<file path="config.mk">
export PLATFORM = sky130hd
export DESIGN_NAME = tsfSync
export DESIGN_NICKNAME = d
export VERILOG_FILES = /design/src/logic/tsfSyncPkg.sv /design/src/logic/tsfSync.sv /design/src/logic/tsfModuloDivider.sv /design/src/logic/tsfTimekeeper.sv /design/src/logic/tsfSyncCtrl.sv
export SDC_FILE = /design/constraint.sdc
export NUM_CORES = 1
export LEC_CHECK = 0
export BUFFER_PORTS_ARGS = -buffer_cell sky130_fd_sc_hd__buf_4
export CORE_MARGIN = 1.5
export CORE_UTILIZATION = 35
export CTS_CLUSTER_DIAMETER = 150
export DETAILED_ROUTE_END_ITERATION = 10
export GPL_TIMING_DRIVEN = 0
export SLEW_MARGIN = 10
export SYNTH_ARGS = -nofsm -noshare
export SYNTH_HDL_FRONTEND = slang
export SYNTH_SLANG_ARGS = --single-unit
</file>
<file path="constraint.sdc">
create_clock -name macCoreClk -period 6.1 [get_ports macCoreClk]
set_input_delay 1.83 -clock macCoreClk [delete_from_list [all_inputs] [get_ports macCoreClk]]
set_output_delay 1.83 -clock macCoreClk [all_outputs]
set_load 0.005 [all_outputs]
</file>
<file path="src/logic/tsfSyncPkg.sv">
// TSF synchronization package with widths, controller states and grouped port types
package tsfSyncPkg;

  //////////////////////////////
  // Widths
  //////////////////////////////

  // TSF timer in microseconds
  localparam int tsfWidth = 64;
  // Beacon interval counted in TU
  localparam int beaconIntWidth = 16;
  // Frame duration after the MAC header
  localparam int frmDurWidth = 16;
  // One TU is 1024 us
  localparam int tuShift = 10;
  // Modulo result in us, remainder in TU joined with the TU fraction
  localparam int moduloWidth = beaconIntWidth + tuShift;

  //////////////////////////////
  // Divider sequencing
  //////////////////////////////

  // TSF bits above the TU fraction go through the divider
  localparam int moduloSteps = tsfWidth - tuShift;
  localparam int stepCntWidth = $clog2(moduloSteps);
  // Count value during the last divider step
  localparam logic [stepCntWidth-1:0] lastStep = stepCntWidth'(moduloSteps - 1);

  //////////////////////////////
  // Controller states
  //////////////////////////////

  typedef enum logic [2:0] {
    idle             = 3'd0,
    checkUpdate      = 3'd1,
    updateTsf        = 3'd2,
    trigDivider      = 3'd3,
    waitModValid     = 3'd4,
    waitAnotherClock = 3'd5,
    updateBcnIntvCnt = 3'd6
  } tsfSyncState_e;

  //////////////////////////////
  // Grouped inputs
  //////////////////////////////

  // Timing fields of a received Beacon or Probe Response
  typedef struct packed {
    logic [tsfWidth-1:0]    timeStamp;
    logic [frmDurWidth-1:0] frmDurWithoutMH;
  } rxBeacon_t;

  // BSS configuration registers
  typedef struct packed {
    logic                      bssType;
    logic                      ap;
    logic [beaconIntWidth-1:0] beaconInt;
  } bssCfg_t;

  // Software TSF load request and value
  typedef struct packed {
    logic                    tsfUpdatedBySW;
    logic [tsfWidth/2-1:0]   tsfTimerHigh;
    logic [tsfWidth/2-1:0]   tsfTimerLow;
  } swLoad_t;

endpackage
</file>
<file path="src/logic/tsfSync.sv">
// TSF synchronization top level joining controller, timekeeper and modulo divider
module tsfSync (
  // Clock and resets
  input  logic                              macCoreClk,
  input  logic                              macCoreClkHardRst_n,
  input  logic                              macCoreClkSoftRst_n,
  // RX controller and MAC-PHY strobes
  input  logic                              tsfUpdatePulse,
  input  logic                              tsfOffsetUpdate_p,
  input  logic                              macPhyIfRxEndForTiming_p,
  // MAC controller and timer unit
  input  logic                              moveToActive_p,
  input  logic                              tick1us_p,
  input  tsfSyncPkg::rxBeacon_t             rxBeacon,
  // Register interface
  input  tsfSyncPkg::bssCfg_t               bssCfg,
  input  tsfSyncPkg::swLoad_t               swLoad,
  output logic [tsfSyncPkg::tsfWidth-1:0]    tsfTimer,
  output logic                              tsfUpdatedBySWInValid,
  // Beacon interval counter reload
  output logic [tsfSyncPkg::moduloWidth-1:0] modulo,
  output logic                              updateBeaconIntCnt_p
);

  tsfSyncPkg::tsfSyncState_e syncState;
  logic                      tsfLocalLesser;
  logic                      divDone;

  //////////////////////////////
  // Update decision
  //////////////////////////////

  tsfSyncCtrl u_tsfSyncCtrl (
    .macCoreClk           (macCoreClk),
    .macCoreClkHardRst_n  (macCoreClkHardRst_n),
    .macCoreClkSoftRst_n  (macCoreClkSoftRst_n),
    .tsfUpdatePulse       (tsfUpdatePulse),
    .moveToActive_p       (moveToActive_p),
    .tsfLocalLesser       (tsfLocalLesser),
    .divDone              (divDone),
    .bssCfg               (bssCfg),
    .syncState            (syncState),
    .updateBeaconIntCnt_p (updateBeaconIntCnt_p)
  );

  // Timer and offset
  tsfTimekeeper u_tsfTimekeeper (
    .macCoreClk               (macCoreClk),
    .macCoreClkHardRst_n      (macCoreClkHardRst_n),
    .macCoreClkSoftRst_n      (macCoreClkSoftRst_n),
    .syncState                (syncState),
    .macPhyIfRxEndForTiming_p (macPhyIfRxEndForTiming_p),
    .tsfOffsetUpdate_p        (tsfOffsetUpdate_p),
    .tick1us_p                (tick1us_p),
    .rxBeacon                 (rxBeacon),
    .swLoad                   (swLoad),
    .tsfTimer                 (tsfTimer),
    .tsfLocalLesser           (tsfLocalLesser),
    .tsfUpdatedBySWInValid    (tsfUpdatedBySWInValid)
  );

  // Modulo of the timer by the beacon interval
  tsfModuloDivider u_tsfModuloDivider (
    .macCoreClk          (macCoreClk),
    .macCoreClkHardRst_n (macCoreClkHardRst_n),
    .macCoreClkSoftRst_n (macCoreClkSoftRst_n),
    .syncState           (syncState),
    .tsfTimer            (tsfTimer),
    .beaconInt           (bssCfg.beaconInt),
    .modulo              (modulo),
    .divDone             (divDone)
  );

endmodule

</file>
<file path="src/logic/tsfModuloDivider.sv">
// Serial restoring divider computing the TSF modulo the beacon interval in microseconds
module tsfModuloDivider (
  input  logic                                  macCoreClk,
  input  logic                                  macCoreClkHardRst_n,
  input  logic                                  macCoreClkSoftRst_n,
  input  tsfSyncPkg::tsfSyncState_e             syncState,
  input  logic [tsfSyncPkg::tsfWidth-1:0]       tsfTimer,
  input  logic [tsfSyncPkg::beaconIntWidth-1:0] beaconInt,
  output logic [tsfSyncPkg::moduloWidth-1:0]    modulo,
  output logic                                  divDone
);

  // TSF in TU, shifted out MSB first
  logic [tsfSyncPkg::moduloSteps-1:0]    dividend;
  // TU fraction passes straight to the result
  logic [tsfSyncPkg::tuShift-1:0]        tuFraction;
  // One spare bit since the remainder stays below twice the interval
  logic [tsfSyncPkg::beaconIntWidth:0]   remainder;
  logic [tsfSyncPkg::beaconIntWidth:0]   remDiff;
  logic                                  remGeInt;
  logic [tsfSyncPkg::stepCntWidth-1:0]   stepCnt;

  assign remDiff  = remainder - {1'b0, beaconInt};
  assign remGeInt = (remainder >= {1'b0, beaconInt});
  assign divDone  = (syncState == tsfSyncPkg::waitModValid) &&
                    (stepCnt == tsfSyncPkg::lastStep);

  //////////////////////////////
  // Dividend shift register
  //////////////////////////////

  always_ff @(posedge macCoreClk)
  begin
    if (syncState == tsfSyncPkg::trigDivider)
      dividend <= tsfTimer[tsfSyncPkg::tsfWidth-1:tsfSyncPkg::tuShift];
    else if (syncState == tsfSyncPkg::waitModValid)
      dividend <= {dividend[tsfSyncPkg::moduloSteps-2:0], 1'b0};
  end

  //////////////////////////////
  // Remainder and step count
  //////////////////////////////

  always_ff @(posedge macCoreClk or negedge macCoreClkHardRst_n)
  begin
    if (!macCoreClkHardRst_n)
    begin
      remainder  <= '0;
      stepCnt    <= '0;
      tuFraction <= '0;
    end
    else if (!macCoreClkSoftRst_n)
    begin
      remainder  <= '0;
      stepCnt    <= '0;
      tuFraction <= '0;
    end
    else if (syncState == tsfSyncPkg::trigDivider)
    begin
      remainder  <= '0;
      stepCnt    <= '0;
      tuFraction <= tsfTimer[tsfSyncPkg::tuShift-1:0];
    end
    else if (syncState == tsfSyncPkg::waitModValid)
    begin
      stepCnt <= stepCnt + 1'b1;
      // Subtract when possible, then bring in the next dividend bit
      if (remGeInt)
        remainder <= {remDiff[tsfSyncPkg::beaconIntWidth-1:0],
                      dividend[tsfSyncPkg::moduloSteps-1]};
      else
        remainder <= {remainder[tsfSyncPkg::beaconIntWidth-1:0],
                      dividend[tsfSyncPkg::moduloSteps-1]};
    end
    // Last subtraction brings the remainder below the interval
    else if ((syncState == tsfSyncPkg::waitAnotherClock) && remGeInt)
      remainder <= remDiff;
  end

  // Back to microseconds
  assign modulo = {remainder[tsfSyncPkg::beaconIntWidth-1:0], tuFraction};

endmodule

</file>
<file path="src/logic/tsfTimekeeper.sv">
// TSF timekeeper holding the microsecond timer, received offset and sender-ahead flag
module tsfTimekeeper (
  input  logic                           macCoreClk,
  input  logic                           macCoreClkHardRst_n,
  input  logic                           macCoreClkSoftRst_n,
  input  tsfSyncPkg::tsfSyncState_e      syncState,
  // Frame timing strobes
  input  logic                           macPhyIfRxEndForTiming_p,
  input  logic                           tsfOffsetUpdate_p,
  input  logic                           tick1us_p,
  input  tsfSyncPkg::rxBeacon_t          rxBeacon,
  input  tsfSyncPkg::swLoad_t            swLoad,
  output logic [tsfSyncPkg::tsfWidth-1:0] tsfTimer,
  output logic                           tsfLocalLesser,
  output logic                           tsfUpdatedBySWInValid
);

  logic [tsfSyncPkg::tsfWidth-1:0] tsfOffset;
  logic [tsfSyncPkg::tsfWidth-1:0] rxTsfAtEnd;
  logic                            offsetUpdateDly_p;

  // Sender TSF projected to the end of the frame
  assign rxTsfAtEnd = rxBeacon.timeStamp +
                      {{(tsfSyncPkg::tsfWidth - tsfSyncPkg::frmDurWidth){1'b0}},
                       rxBeacon.frmDurWithoutMH};

  //////////////////////////////
  // Received offset
  //////////////////////////////

  // Captured at the RX end used as timing reference
  always_ff @(posedge macCoreClk or negedge macCoreClkHardRst_n)
  begin
    if (!macCoreClkHardRst_n)
      tsfOffset <= '0;
    else if (!macCoreClkSoftRst_n)
      tsfOffset <= '0;
    else if (macPhyIfRxEndForTiming_p)
      tsfOffset <= rxTsfAtEnd - tsfTimer;
  end

  // Comparison runs one cycle after the offset update strobe
  always_ff @(posedge macCoreClk or negedge macCoreClkHardRst_n)
  begin
    if (!macCoreClkHardRst_n)
    begin
      offsetUpdateDly_p <= 1'b0;
      tsfLocalLesser    <= 1'b0;
    end
    else if (!macCoreClkSoftRst_n)
    begin
      offsetUpdateDly_p <= 1'b0;
      tsfLocalLesser    <= 1'b0;
    end
    else
    begin
      offsetUpdateDly_p <= tsfOffsetUpdate_p;
      // Sender ahead when adding the offset moves the timer forward
      if (offsetUpdateDly_p)
        tsfLocalLesser <= ((tsfTimer + tsfOffset) > tsfTimer);
    end
  end

  //////////////////////////////
  // TSF timer
  //////////////////////////////

  // Offset update, then software load, then the 1 us tick
  always_ff @(posedge macCoreClk or negedge macCoreClkHardRst_n)
  begin
    if (!macCoreClkHardRst_n)
      tsfTimer <= '0;
    else if (!macCoreClkSoftRst_n)
      tsfTimer <= '0;
    else if (syncState == tsfSyncPkg::updateTsf)
      tsfTimer <= tsfTimer + tsfOffset;
    else if (swLoad.tsfUpdatedBySW)
      tsfTimer <= {swLoad.tsfTimerHigh, swLoad.tsfTimerLow};
    else if (tick1us_p)
      tsfTimer <= tsfTimer + 1'b1;
  end

  // Lets software clear its load request one cycle later
  always_ff @(posedge macCoreClk or negedge macCoreClkHardRst_n)
  begin
    if (!macCoreClkHardRst_n)
      tsfUpdatedBySWInValid <= 1'b0;
    else if (!macCoreClkSoftRst_n)
      tsfUpdatedBySWInValid <= 1'b0;
    else
      tsfUpdatedBySWInValid <= swLoad.tsfUpdatedBySW;
  end

endmodule

</file>
<file path="src/logic/tsfSyncCtrl.sv">
// TSF synchronization controller deciding on timer updates and sequencing the modulo divider
module tsfSyncCtrl (
  input  logic                      macCoreClk,
  input  logic                      macCoreClkHardRst_n,
  input  logic                      macCoreClkSoftRst_n,
  // Strobes from RX controller and MAC controller
  input  logic                      tsfUpdatePulse,
  input  logic                      moveToActive_p,
  // Status from timekeeper and divider
  input  logic                      tsfLocalLesser,
  input  logic                      divDone,
  input  tsfSyncPkg::bssCfg_t       bssCfg,
  output tsfSyncPkg::tsfSyncState_e syncState,
  output logic                      updateBeaconIntCnt_p
);

  tsfSyncPkg::tsfSyncState_e syncStateNext;
  logic                      adoptOffset;

  // Infrastructure station always follows its AP
  // IBSS member follows only a sender that is ahead
  assign adoptOffset = (bssCfg.bssType && !bssCfg.ap) ||
                       (!bssCfg.bssType && tsfLocalLesser);

  //////////////////////////////
  // State register
  //////////////////////////////

  // Soft reset wins over everything, then the move-to-active restart
  always_ff @(posedge macCoreClk or negedge macCoreClkHardRst_n)
  begin
    if (!macCoreClkHardRst_n)
      syncState <= tsfSyncPkg::idle;
    else if (!macCoreClkSoftRst_n)
      syncState <= tsfSyncPkg::idle;
    else if (moveToActive_p)
      syncState <= tsfSyncPkg::trigDivider;
    else
      syncState <= syncStateNext;
  end

  //////////////////////////////
  // Next state
  //////////////////////////////

  always_comb
  begin
    syncStateNext = syncState;
    case (syncState)
      // Wait for the end of a Beacon or Probe Response
      tsfSyncPkg::idle:
        if (tsfUpdatePulse)
          syncStateNext = tsfSyncPkg::checkUpdate;
      // Apply BSS or IBSS rule, drop the frame otherwise
      tsfSyncPkg::checkUpdate:
        if (adoptOffset)
          syncStateNext = tsfSyncPkg::updateTsf;
        else
          syncStateNext = tsfSyncPkg::idle;
      // Timer takes the offset here
      tsfSyncPkg::updateTsf:
        syncStateNext = tsfSyncPkg::trigDivider;
      // Divider snapshots the updated timer
      tsfSyncPkg::trigDivider:
        syncStateNext = tsfSyncPkg::waitModValid;
      // One dividend bit per cycle until the last step
      tsfSyncPkg::waitModValid:
        if (divDone)
          syncStateNext = tsfSyncPkg::waitAnotherClock;
      // Final remainder correction
      tsfSyncPkg::waitAnotherClock:
        syncStateNext = tsfSyncPkg::updateBcnIntvCnt;
      tsfSyncPkg::updateBcnIntvCnt:
        syncStateNext = tsfSyncPkg::idle;
      default:
        syncStateNext = tsfSyncPkg::idle;
    endcase
  end

  // Reload request to the timer unit, one cycle wide
  assign updateBeaconIntCnt_p = (syncState == tsfSyncPkg::updateBcnIntvCnt);

endmodule

</file>
==> flow_summary.toml, run 1 <==
[grt]
grt_max_degree = 86
grt_pass1_wl_um = 133000
grt.overflow.total = 0
grt_pass1_vias = 21400
grt_usage = 0.263
antenna_found_initial = 0

[timing]
setup_slack_ps = 456
holdWs_ps = 489
fin_setup_tns_ps = 0
rsz0062_at_grt = "no"
finClkSkew_ps = 25.7
post-route-period-util = 0.925
clock.fmax_mhz = 177
tightest_slew_ps = 1160
slew_viol_final = 0
min_period_ps = 5640
hold_viol_final = 0
slew_headroom = 0.223
setup_violations = 0

[clocking]
holdBufCountCts = 0
clk_pin_slew_ps = 60
cts_buffers = 29
post_cts_buffers = 0
clock_path_buffers = 3
insertion_delay_ps = 610
clock-root-buffer = "clkbuf_16"
cts_max_level = 1
cts.sinks = 221
tritoncts = "yes"
cts_resized = 0

[outcome]
status = "completed"

[worst_setup_path]
worstSetupStartpointType = "input port"
critPathKind = "input port to flop"
crit_fanout = 5
slowest_stage = "a211oi_1"
cp_cell_sequence = "buf_4, inv_1, fa_1, inv_1, ha_1, a21o_1, a21oi_1, a21oi_1, a211oi_1, o21a_1, o21ai_1, a21o_1, a31o_2, a221oi_1, xor2_1, o21ai_1"
timing.rr.start = "u_tsfTimekeeper.tsfTimer[0]$_DFFE_PN0P_"
cpPeakStageDelay_ps = 720
cp.arrival_ps = 6100
critPathLaunch = "rxBeacon[4]"
required_ps = 6560
worstSetupEndpointType = "flop"

[layout]
multi_input_area_mm2 = 0.0152
drive_above_1_share = 0.119
mostFrequentLayoutCell = "a21oi_1"
layout.nets = 3550
syn_to_final_growth_pct = 18.2
stdcell_count = 3975
seqCellArea_mm2 = 0.00580
final_cell_mix = "298 x a21oi_1, 278 x buf_4, 277 x nand2_1"
nFillCells = 6723
post-route-util = 0.419
final_cell_area_mm2 = 0.0264

[power]
peakVddDrop_v = 0.000237
p_leak_nw = 12.4
p_total_mw = 8.48
p_per_area_mw_per_mm2 = 321

[logic_synthesis]
async_reset_ff_frac = 0.756
synth_edf_count = 54
synth-main-ff-cell = "dfrtp_1"
ys_ff_latch = 221
netlist_area_mm2 = 0.0223
synth-seq-area-share = 0.260
synth.avg_cell_area_um2 = 7.95
syn_nets = 3255
ys_types = 90
yosys_warnings = 0
synth_cells = 2810

[placed_design]
gp_congestion = 0.957
dpl-instance-area_mm2 = 0.0254
dp_slack_ps = -270
numPortBuffers = 261
dp.cells = 3920
dpl.hpwl_um = 70900

[flow_run]
max_cap_viol_count = 0

[min_path]
holdCritStartpoint = "u_tsfTimekeeper.tsfOffset[50]$_DFFE_PN0P_"
min_path_type = "flop to flop"

[routing]
drt_wl_total_um = 88600
drc = 0
wire_per_inst_um = 22.3
vias_per_cell = 5.63
num_vias = 22400
drt_iter0_drc = 1878
drtAntennaViolNets = 0
dr.pass1.iters = 5

[die]
io_pins = 263
num_rows = 92
fp.dieW_um = 256
core-area_mm2 = 0.0631
die_area_mm2 = 0.0654
die_h_um = 256
initial_core_util = 0.354
## state kept, by name (all words and copies together), names as in the netlist
register                               count
u_tsfModuloDivider.tuFraction             10
u_tsfModuloDivider.remainder              17
u_tsfSyncCtrl.syncState                    3
u_tsfModuloDivider.stepCnt                 6
u_tsfTimekeeper.tsfLocalLesser             1
u_tsfTimekeeper.tsfUpdatedBySWInValid      1
u_tsfTimekeeper.tsfTimer                  64
u_tsfTimekeeper.tsfOffset                 64
u_tsfTimekeeper.offsetUpdateDly_p          1
u_tsfModuloDivider.dividend               54
## power by group
group	leakage, nW	switching [mW]	internal [mW]	total, mW
registers	2.71	0.287	1.74	2.03
clock network	0.476	0.761	1.03	1.79
logic	9.24	2.78	1.87	4.66
total	12.4	3.83	4.65	8.48
## final timing paths
| path | end | slack (ps) | cells past startpoint |
|---|---|---|---|
| worst min-delay path | u_tsfTimekeeper.tsfOffset[50]$_DFFE_PN0P_ | 490 | 2 |
| worst min register to register | u_tsfTimekeeper.tsfOffset[50]$_DFFE_PN0P_ | 490 | 2 |
| max in group asynchronous | u_tsfTimekeeper.tsfOffset[40]$_DFFE_PN0P_ | 3940 | 2 |
| min in group asynchronous | u_tsfModuloDivider.remainder[9]$_DFFE_PN0P_ | 1250 | 1 |
| worst max-delay path | u_tsfTimekeeper.tsfOffset[60]$_DFFE_PN0P_ | 460 | 16 |
| worst max register to register | u_tsfTimekeeper.tsfLocalLesser$_DFFE_PN0P_ | 530 | 21 |
## final cells by class
| cell class | count | share of cell area |
|---|---|---|
| Multi-Input combinational cell | 2232 | 0.574 |
| Sequential cell | 221 | 0.220 |
| Timing Repair Buffer | 264 | 0.0766 |
| Tap cell | 846 | 0.0401 |
| Clock buffer | 41 | 0.0315 |
| Buffer | 171 | 0.0271 |
| Inverter | 186 | 0.0264 |
| Clock inverter | 13 | 0.00493 |
| Antenna cell | 1 | 0.0000948 |
## cell usage after synthesis (9+ instances only)
cell type	instances	area share
a211oi_1	18	0.0060
a21o_1	121	0.041
a21oi_1	298	0.067
a221o_1	12	0.0054
a22o_1	13	0.0051
a31oi_1	16	0.0045
and2_1	16	0.0045
and3_1	21	0.0059
buf_1	15	0.0025
buf_4	17	0.0057
clkbuf_1	132	0.022
dfrtp_1	167	0.19
edfxtp_1	54	0.073
fa_1	18	0.016
ha_1	256	0.14
inv_1	186	0.031
mux2i_1	48	0.022
nand2_1	278	0.047
nand2b_1	17	0.0048
nand3_1	62	0.014
nand4_1	80	0.022
nor2_1	252	0.042
nor2b_1	14	0.0039
nor3_1	37	0.0083
nor4_1	9	0.0025
o211ai_1	9	0.0030
o21a_1	15	0.0050
o21ai_0	205	0.046
o21ai_1	9	0.0020
o21bai_1	37	0.012
o22ai_1	33	0.0092
o31ai_1	15	0.0050
or3_1	13	0.0036
xnor2_1	130	0.051
xor2_1	51	0.020
## metal layers
layer / global-route usage / routed length (um)
met1: 0.365 / 40300
met2: 0.425 / 39800
met3: 0.0310 / 5670
met4: 0.0848 / 2830
met5: 0 / 0
## cells by family (layout without fill, tap and decap cells)
kind of cell	Yosys count	in the layout	synth area share
AOI/OAI and AO/OA	898	898	0.254
and+or+nand+nor	829	829	0.170
buffers and inverters	357	675	0.0632
adders and majority gates	274	274	0.159
DFF	221	221	0.260
xor gates and xnor gates	181	181	0.0709
muxes	50	50	0.0225
other	0	1	0
## critical path, delay by kind of cell
family	cells	cell delay, ps
xor+xnor	1	210
compound gates	10	2980
buf+inv	3	160
fa+ha+maj	2	890
Note: power is estimated with default switching activity, not from simulation.
==> run 2, diff against run 1 <==
--- a/config.mk
+++ b/config.mk
@@ -5,10 +5,10 @@
 export SDC_FILE = /design/constraint.sdc
 export NUM_CORES = 1
 export LEC_CHECK = 0
+export ABC_AREA = 1
 export BUFFER_PORTS_ARGS = -buffer_cell sky130_fd_sc_hd__buf_4
 export CORE_MARGIN = 1.5
 export CORE_UTILIZATION = 35
-export CTS_CLUSTER_DIAMETER = 150
 export DETAILED_ROUTE_END_ITERATION = 10
 export GPL_TIMING_DRIVEN = 0
 export SLEW_MARGIN = 10
==> run 2 against run 1 <==
First-iteration DRC count is 29% higher. Power is 2.3% lower. Clock power is 5% lower. Register-to-register slack better by 840 ps. Hold slack worse by 55 ps. Final cell count is 52% higher. Combinational power is 3% lower. Clock skew is 14 ps lower. Critical endpoint is now u_tsfTimekeeper.tsfLocalLesser$_DFFE_PN0P_. Largest cell class unchanged.
==> flow_summary.toml, run 2 <==
[outcome]
status = "completed"

[layout]
mostFrequentLayoutCell = "nand2_1"
nFillCells = 8701
final_cell_area_mm2 = 0.0314
drive_above_1_share = 0.0808
stdcell_count = 6030
final_cell_mix = "1795 x nand2_1, 805 x inv_1, 390 x nor2_1"
post-route-util = 0.407
syn_to_final_growth_pct = 15.5
layout.nets = 5413
reg_top3 = "u_tsfTimekeeper.tsfOffset x64, u_tsfTimekeeper.tsfTimer x64, u_tsfModuloDivider.dividend x54"

[routing]
routed-wl-met3_um = 7910
met2WireLength_um = 60200
vias_per_cell = 5.13
top_layer = "met4"
wire_per_inst_um = 21.9
met1_length_um = 57400
dr.pass1.iters = 6
drt_wl_total_um = 132000
drt_iter0_drc = 2428
num_vias = 30900
drtAntennaViolNets = 0
drc = 0

[worst_setup_path]
slowest_stage = "dfrtp_1"
path_delay_family = "simple AND/OR/NAND/NOR gates"
timing.rr.start = "u_tsfTimekeeper.tsfTimer[0]$_DFFE_PN0P_"
cpPeakStageDelay_ps = 810
critPathLaunch = "u_tsfTimekeeper.tsfTimer[0]$_DFFE_PN0P_"
crit_fanout = 9
required_ps = 6560
cp_cell_sequence = "ha_1, inv_1, fa_1, inv_1, nand3_1, nand3_1, nand3_1, nand3_1, nand2_1, nand2_1, nand2_1, nand3_1, nand2_1, ha_1, nand3_1, nor2_1, nand2_1, nor2_1, nand4_1, nand2_1, a21oi_1"
worstSetupStartpointType = "flop"
worstSetupEndpointType = "flop"
cp.arrival_ps = 5190
critPathKind = "flop to flop"
crit_buf_inv = 2

[power]
p_total_mw = 8.28
peakVddDrop_v = 0.000185
p_leak_nw = 17.4
p_per_area_mw_per_mm2 = 263

[logic_synthesis]
synth_edf_count = 54
synthTopCellsByArea = "nand2_1 25%, dfrtp_1 15%, ha_1 12%"
ys_types = 54
synth-seq-area-share = 0.213
ys_ff_latch = 221
yosys_warnings = 0
synth_most_common_cell = "nand2_1"
synth.avg_cell_area_um2 = 5.82
synth_commonest_cells = "1796 x nand2_1, 805 x inv_1, 390 x nor2_1"
async_reset_ff_frac = 0.756
synth_cells = 4677
syn_nets = 5122
synth-main-ff-cell = "dfrtp_1"
synth_top_area_frac = 0.248
synth_top_area_cell = "nand2_1"
netlist_area_mm2 = 0.0272

[clocking]
clock-root-buffer = "clkbuf_16"
clk_pin_slew_ps = 60
cts_resized = 0
holdBufCountCts = 0
cts.sinks = 221
insertion_delay_ps = 580
tritoncts = "yes"
clock_path_buffers = 3
cts_buffers = 26
post_cts_buffers = 0
cts_max_level = 1

[timing]
slew_viol_final = 0
clock.fmax_mhz = 211
hold_viol_final = 0
post-route-period-util = 0.776
tightest_slew_ps = 1190
slew_headroom = 0.207
rsz0062_at_grt = "no"
min_period_ps = 4730
finClkSkew_ps = 11.4
fin_setup_tns_ps = 0
setup_violations = 0

[die]
num_rows = 102
die_area_mm2 = 0.0795
fp.dieW_um = 282
initial_core_util = 0.353
die_h_um = 282
core-area_mm2 = 0.0772
io_pins = 263

[grt]
antenna_found_initial = 2
grt.overflow.total = 0
grt_usage = 0.326
grt_max_degree = 99
grt_pass1_vias = 29300
grt_pass1_wl_um = 188000

[placed_design]
dp.cells = 5980
gp_congestion = 1.04
dpl-instance-area_mm2 = 0.0305
numPortBuffers = 262
dpl.hpwl_um = 114000

[min_path]
min_path_type = "flop to flop"
holdCritStartpoint = "u_tsfTimekeeper.offsetUpdateDly_p$_DFF_PN0_"

[flow_run]
max_cap_viol_count = 0
run 2: per-layer routing:
layer	track usage	vias up
met2	0.541	1106
met4	0.142	0
li1	-	15300
met1	0.431	14300
met3	0.0300	207
met5	0	-
run 2: power by group:
group / switching, mW / internal [mW]
clock network: 0.744 / 0.955
logic: 3.00 / 1.53
registers: 0.350 / 1.71
run 2: final timing paths:
path | end | depth (start not counted) | slack, ps
min in group asynchronous | u_tsfModuloDivider.remainder[6]$_DFFE_PN0P_ | 1 | 1210
worst min-delay path | u_tsfTimekeeper.tsfLocalLesser$_DFFE_PN0P_ | 1 | 430
worst min register to register | u_tsfTimekeeper.tsfLocalLesser$_DFFE_PN0P_ | 1 | 430
worst max register to register | u_tsfTimekeeper.tsfLocalLesser$_DFFE_PN0P_ | 21 | 1370
max in group asynchronous | u_tsfTimekeeper.tsfOffset[59]$_DFFE_PN0P_ | 2 | 3890
worst max-delay path | u_tsfTimekeeper.tsfLocalLesser$_DFFE_PN0P_ | 21 | 1370
run 2: kinds of logic (layout without fill, tap and decap cells):
| group | after synthesis | after routing | share of synthesized area |
|---|---|---|---|
| other cells | 0 | 2 | 0 |
| simple gates | 2684 | 2684 | 0.403 |
| buf+inv | 908 | 1219 | 0.129 |
| xor+xnor | 54 | 54 | 0.0174 |
| flops | 221 | 221 | 0.213 |
| compound gates | 536 | 536 | 0.106 |
| fa+ha+maj | 274 | 274 | 0.131 |
run 2: final cells by class:
| class | instances | area (um2) | share of cell area |
|---|---|---|---|
| antenna | 2 | 5.00 | 0.000159 |
| inverter | 815 | 3060 | 0.0973 |
| sequential | 221 | 5800 | 0.185 |
| tap | 1040 | 1300 | 0.0414 |
| timing repair buffer | 263 | 2000 | 0.0637 |
| buffer | 93 | 462 | 0.0147 |
| clock inverter | 18 | 198 | 0.00629 |
| multi-input combinational | 3548 | 17900 | 0.570 |
| clock buffer | 30 | 697 | 0.0222 |
run 2: stage by stage:
stage,worst slack [ps],hold slack [ps]
6_report,1370,434
2_1_floorplan,2140,415
3_5_place_dp,1080,428
3_3_place_gp,1080,422
4_1_cts,1460,436
5_1_grt,1230,477
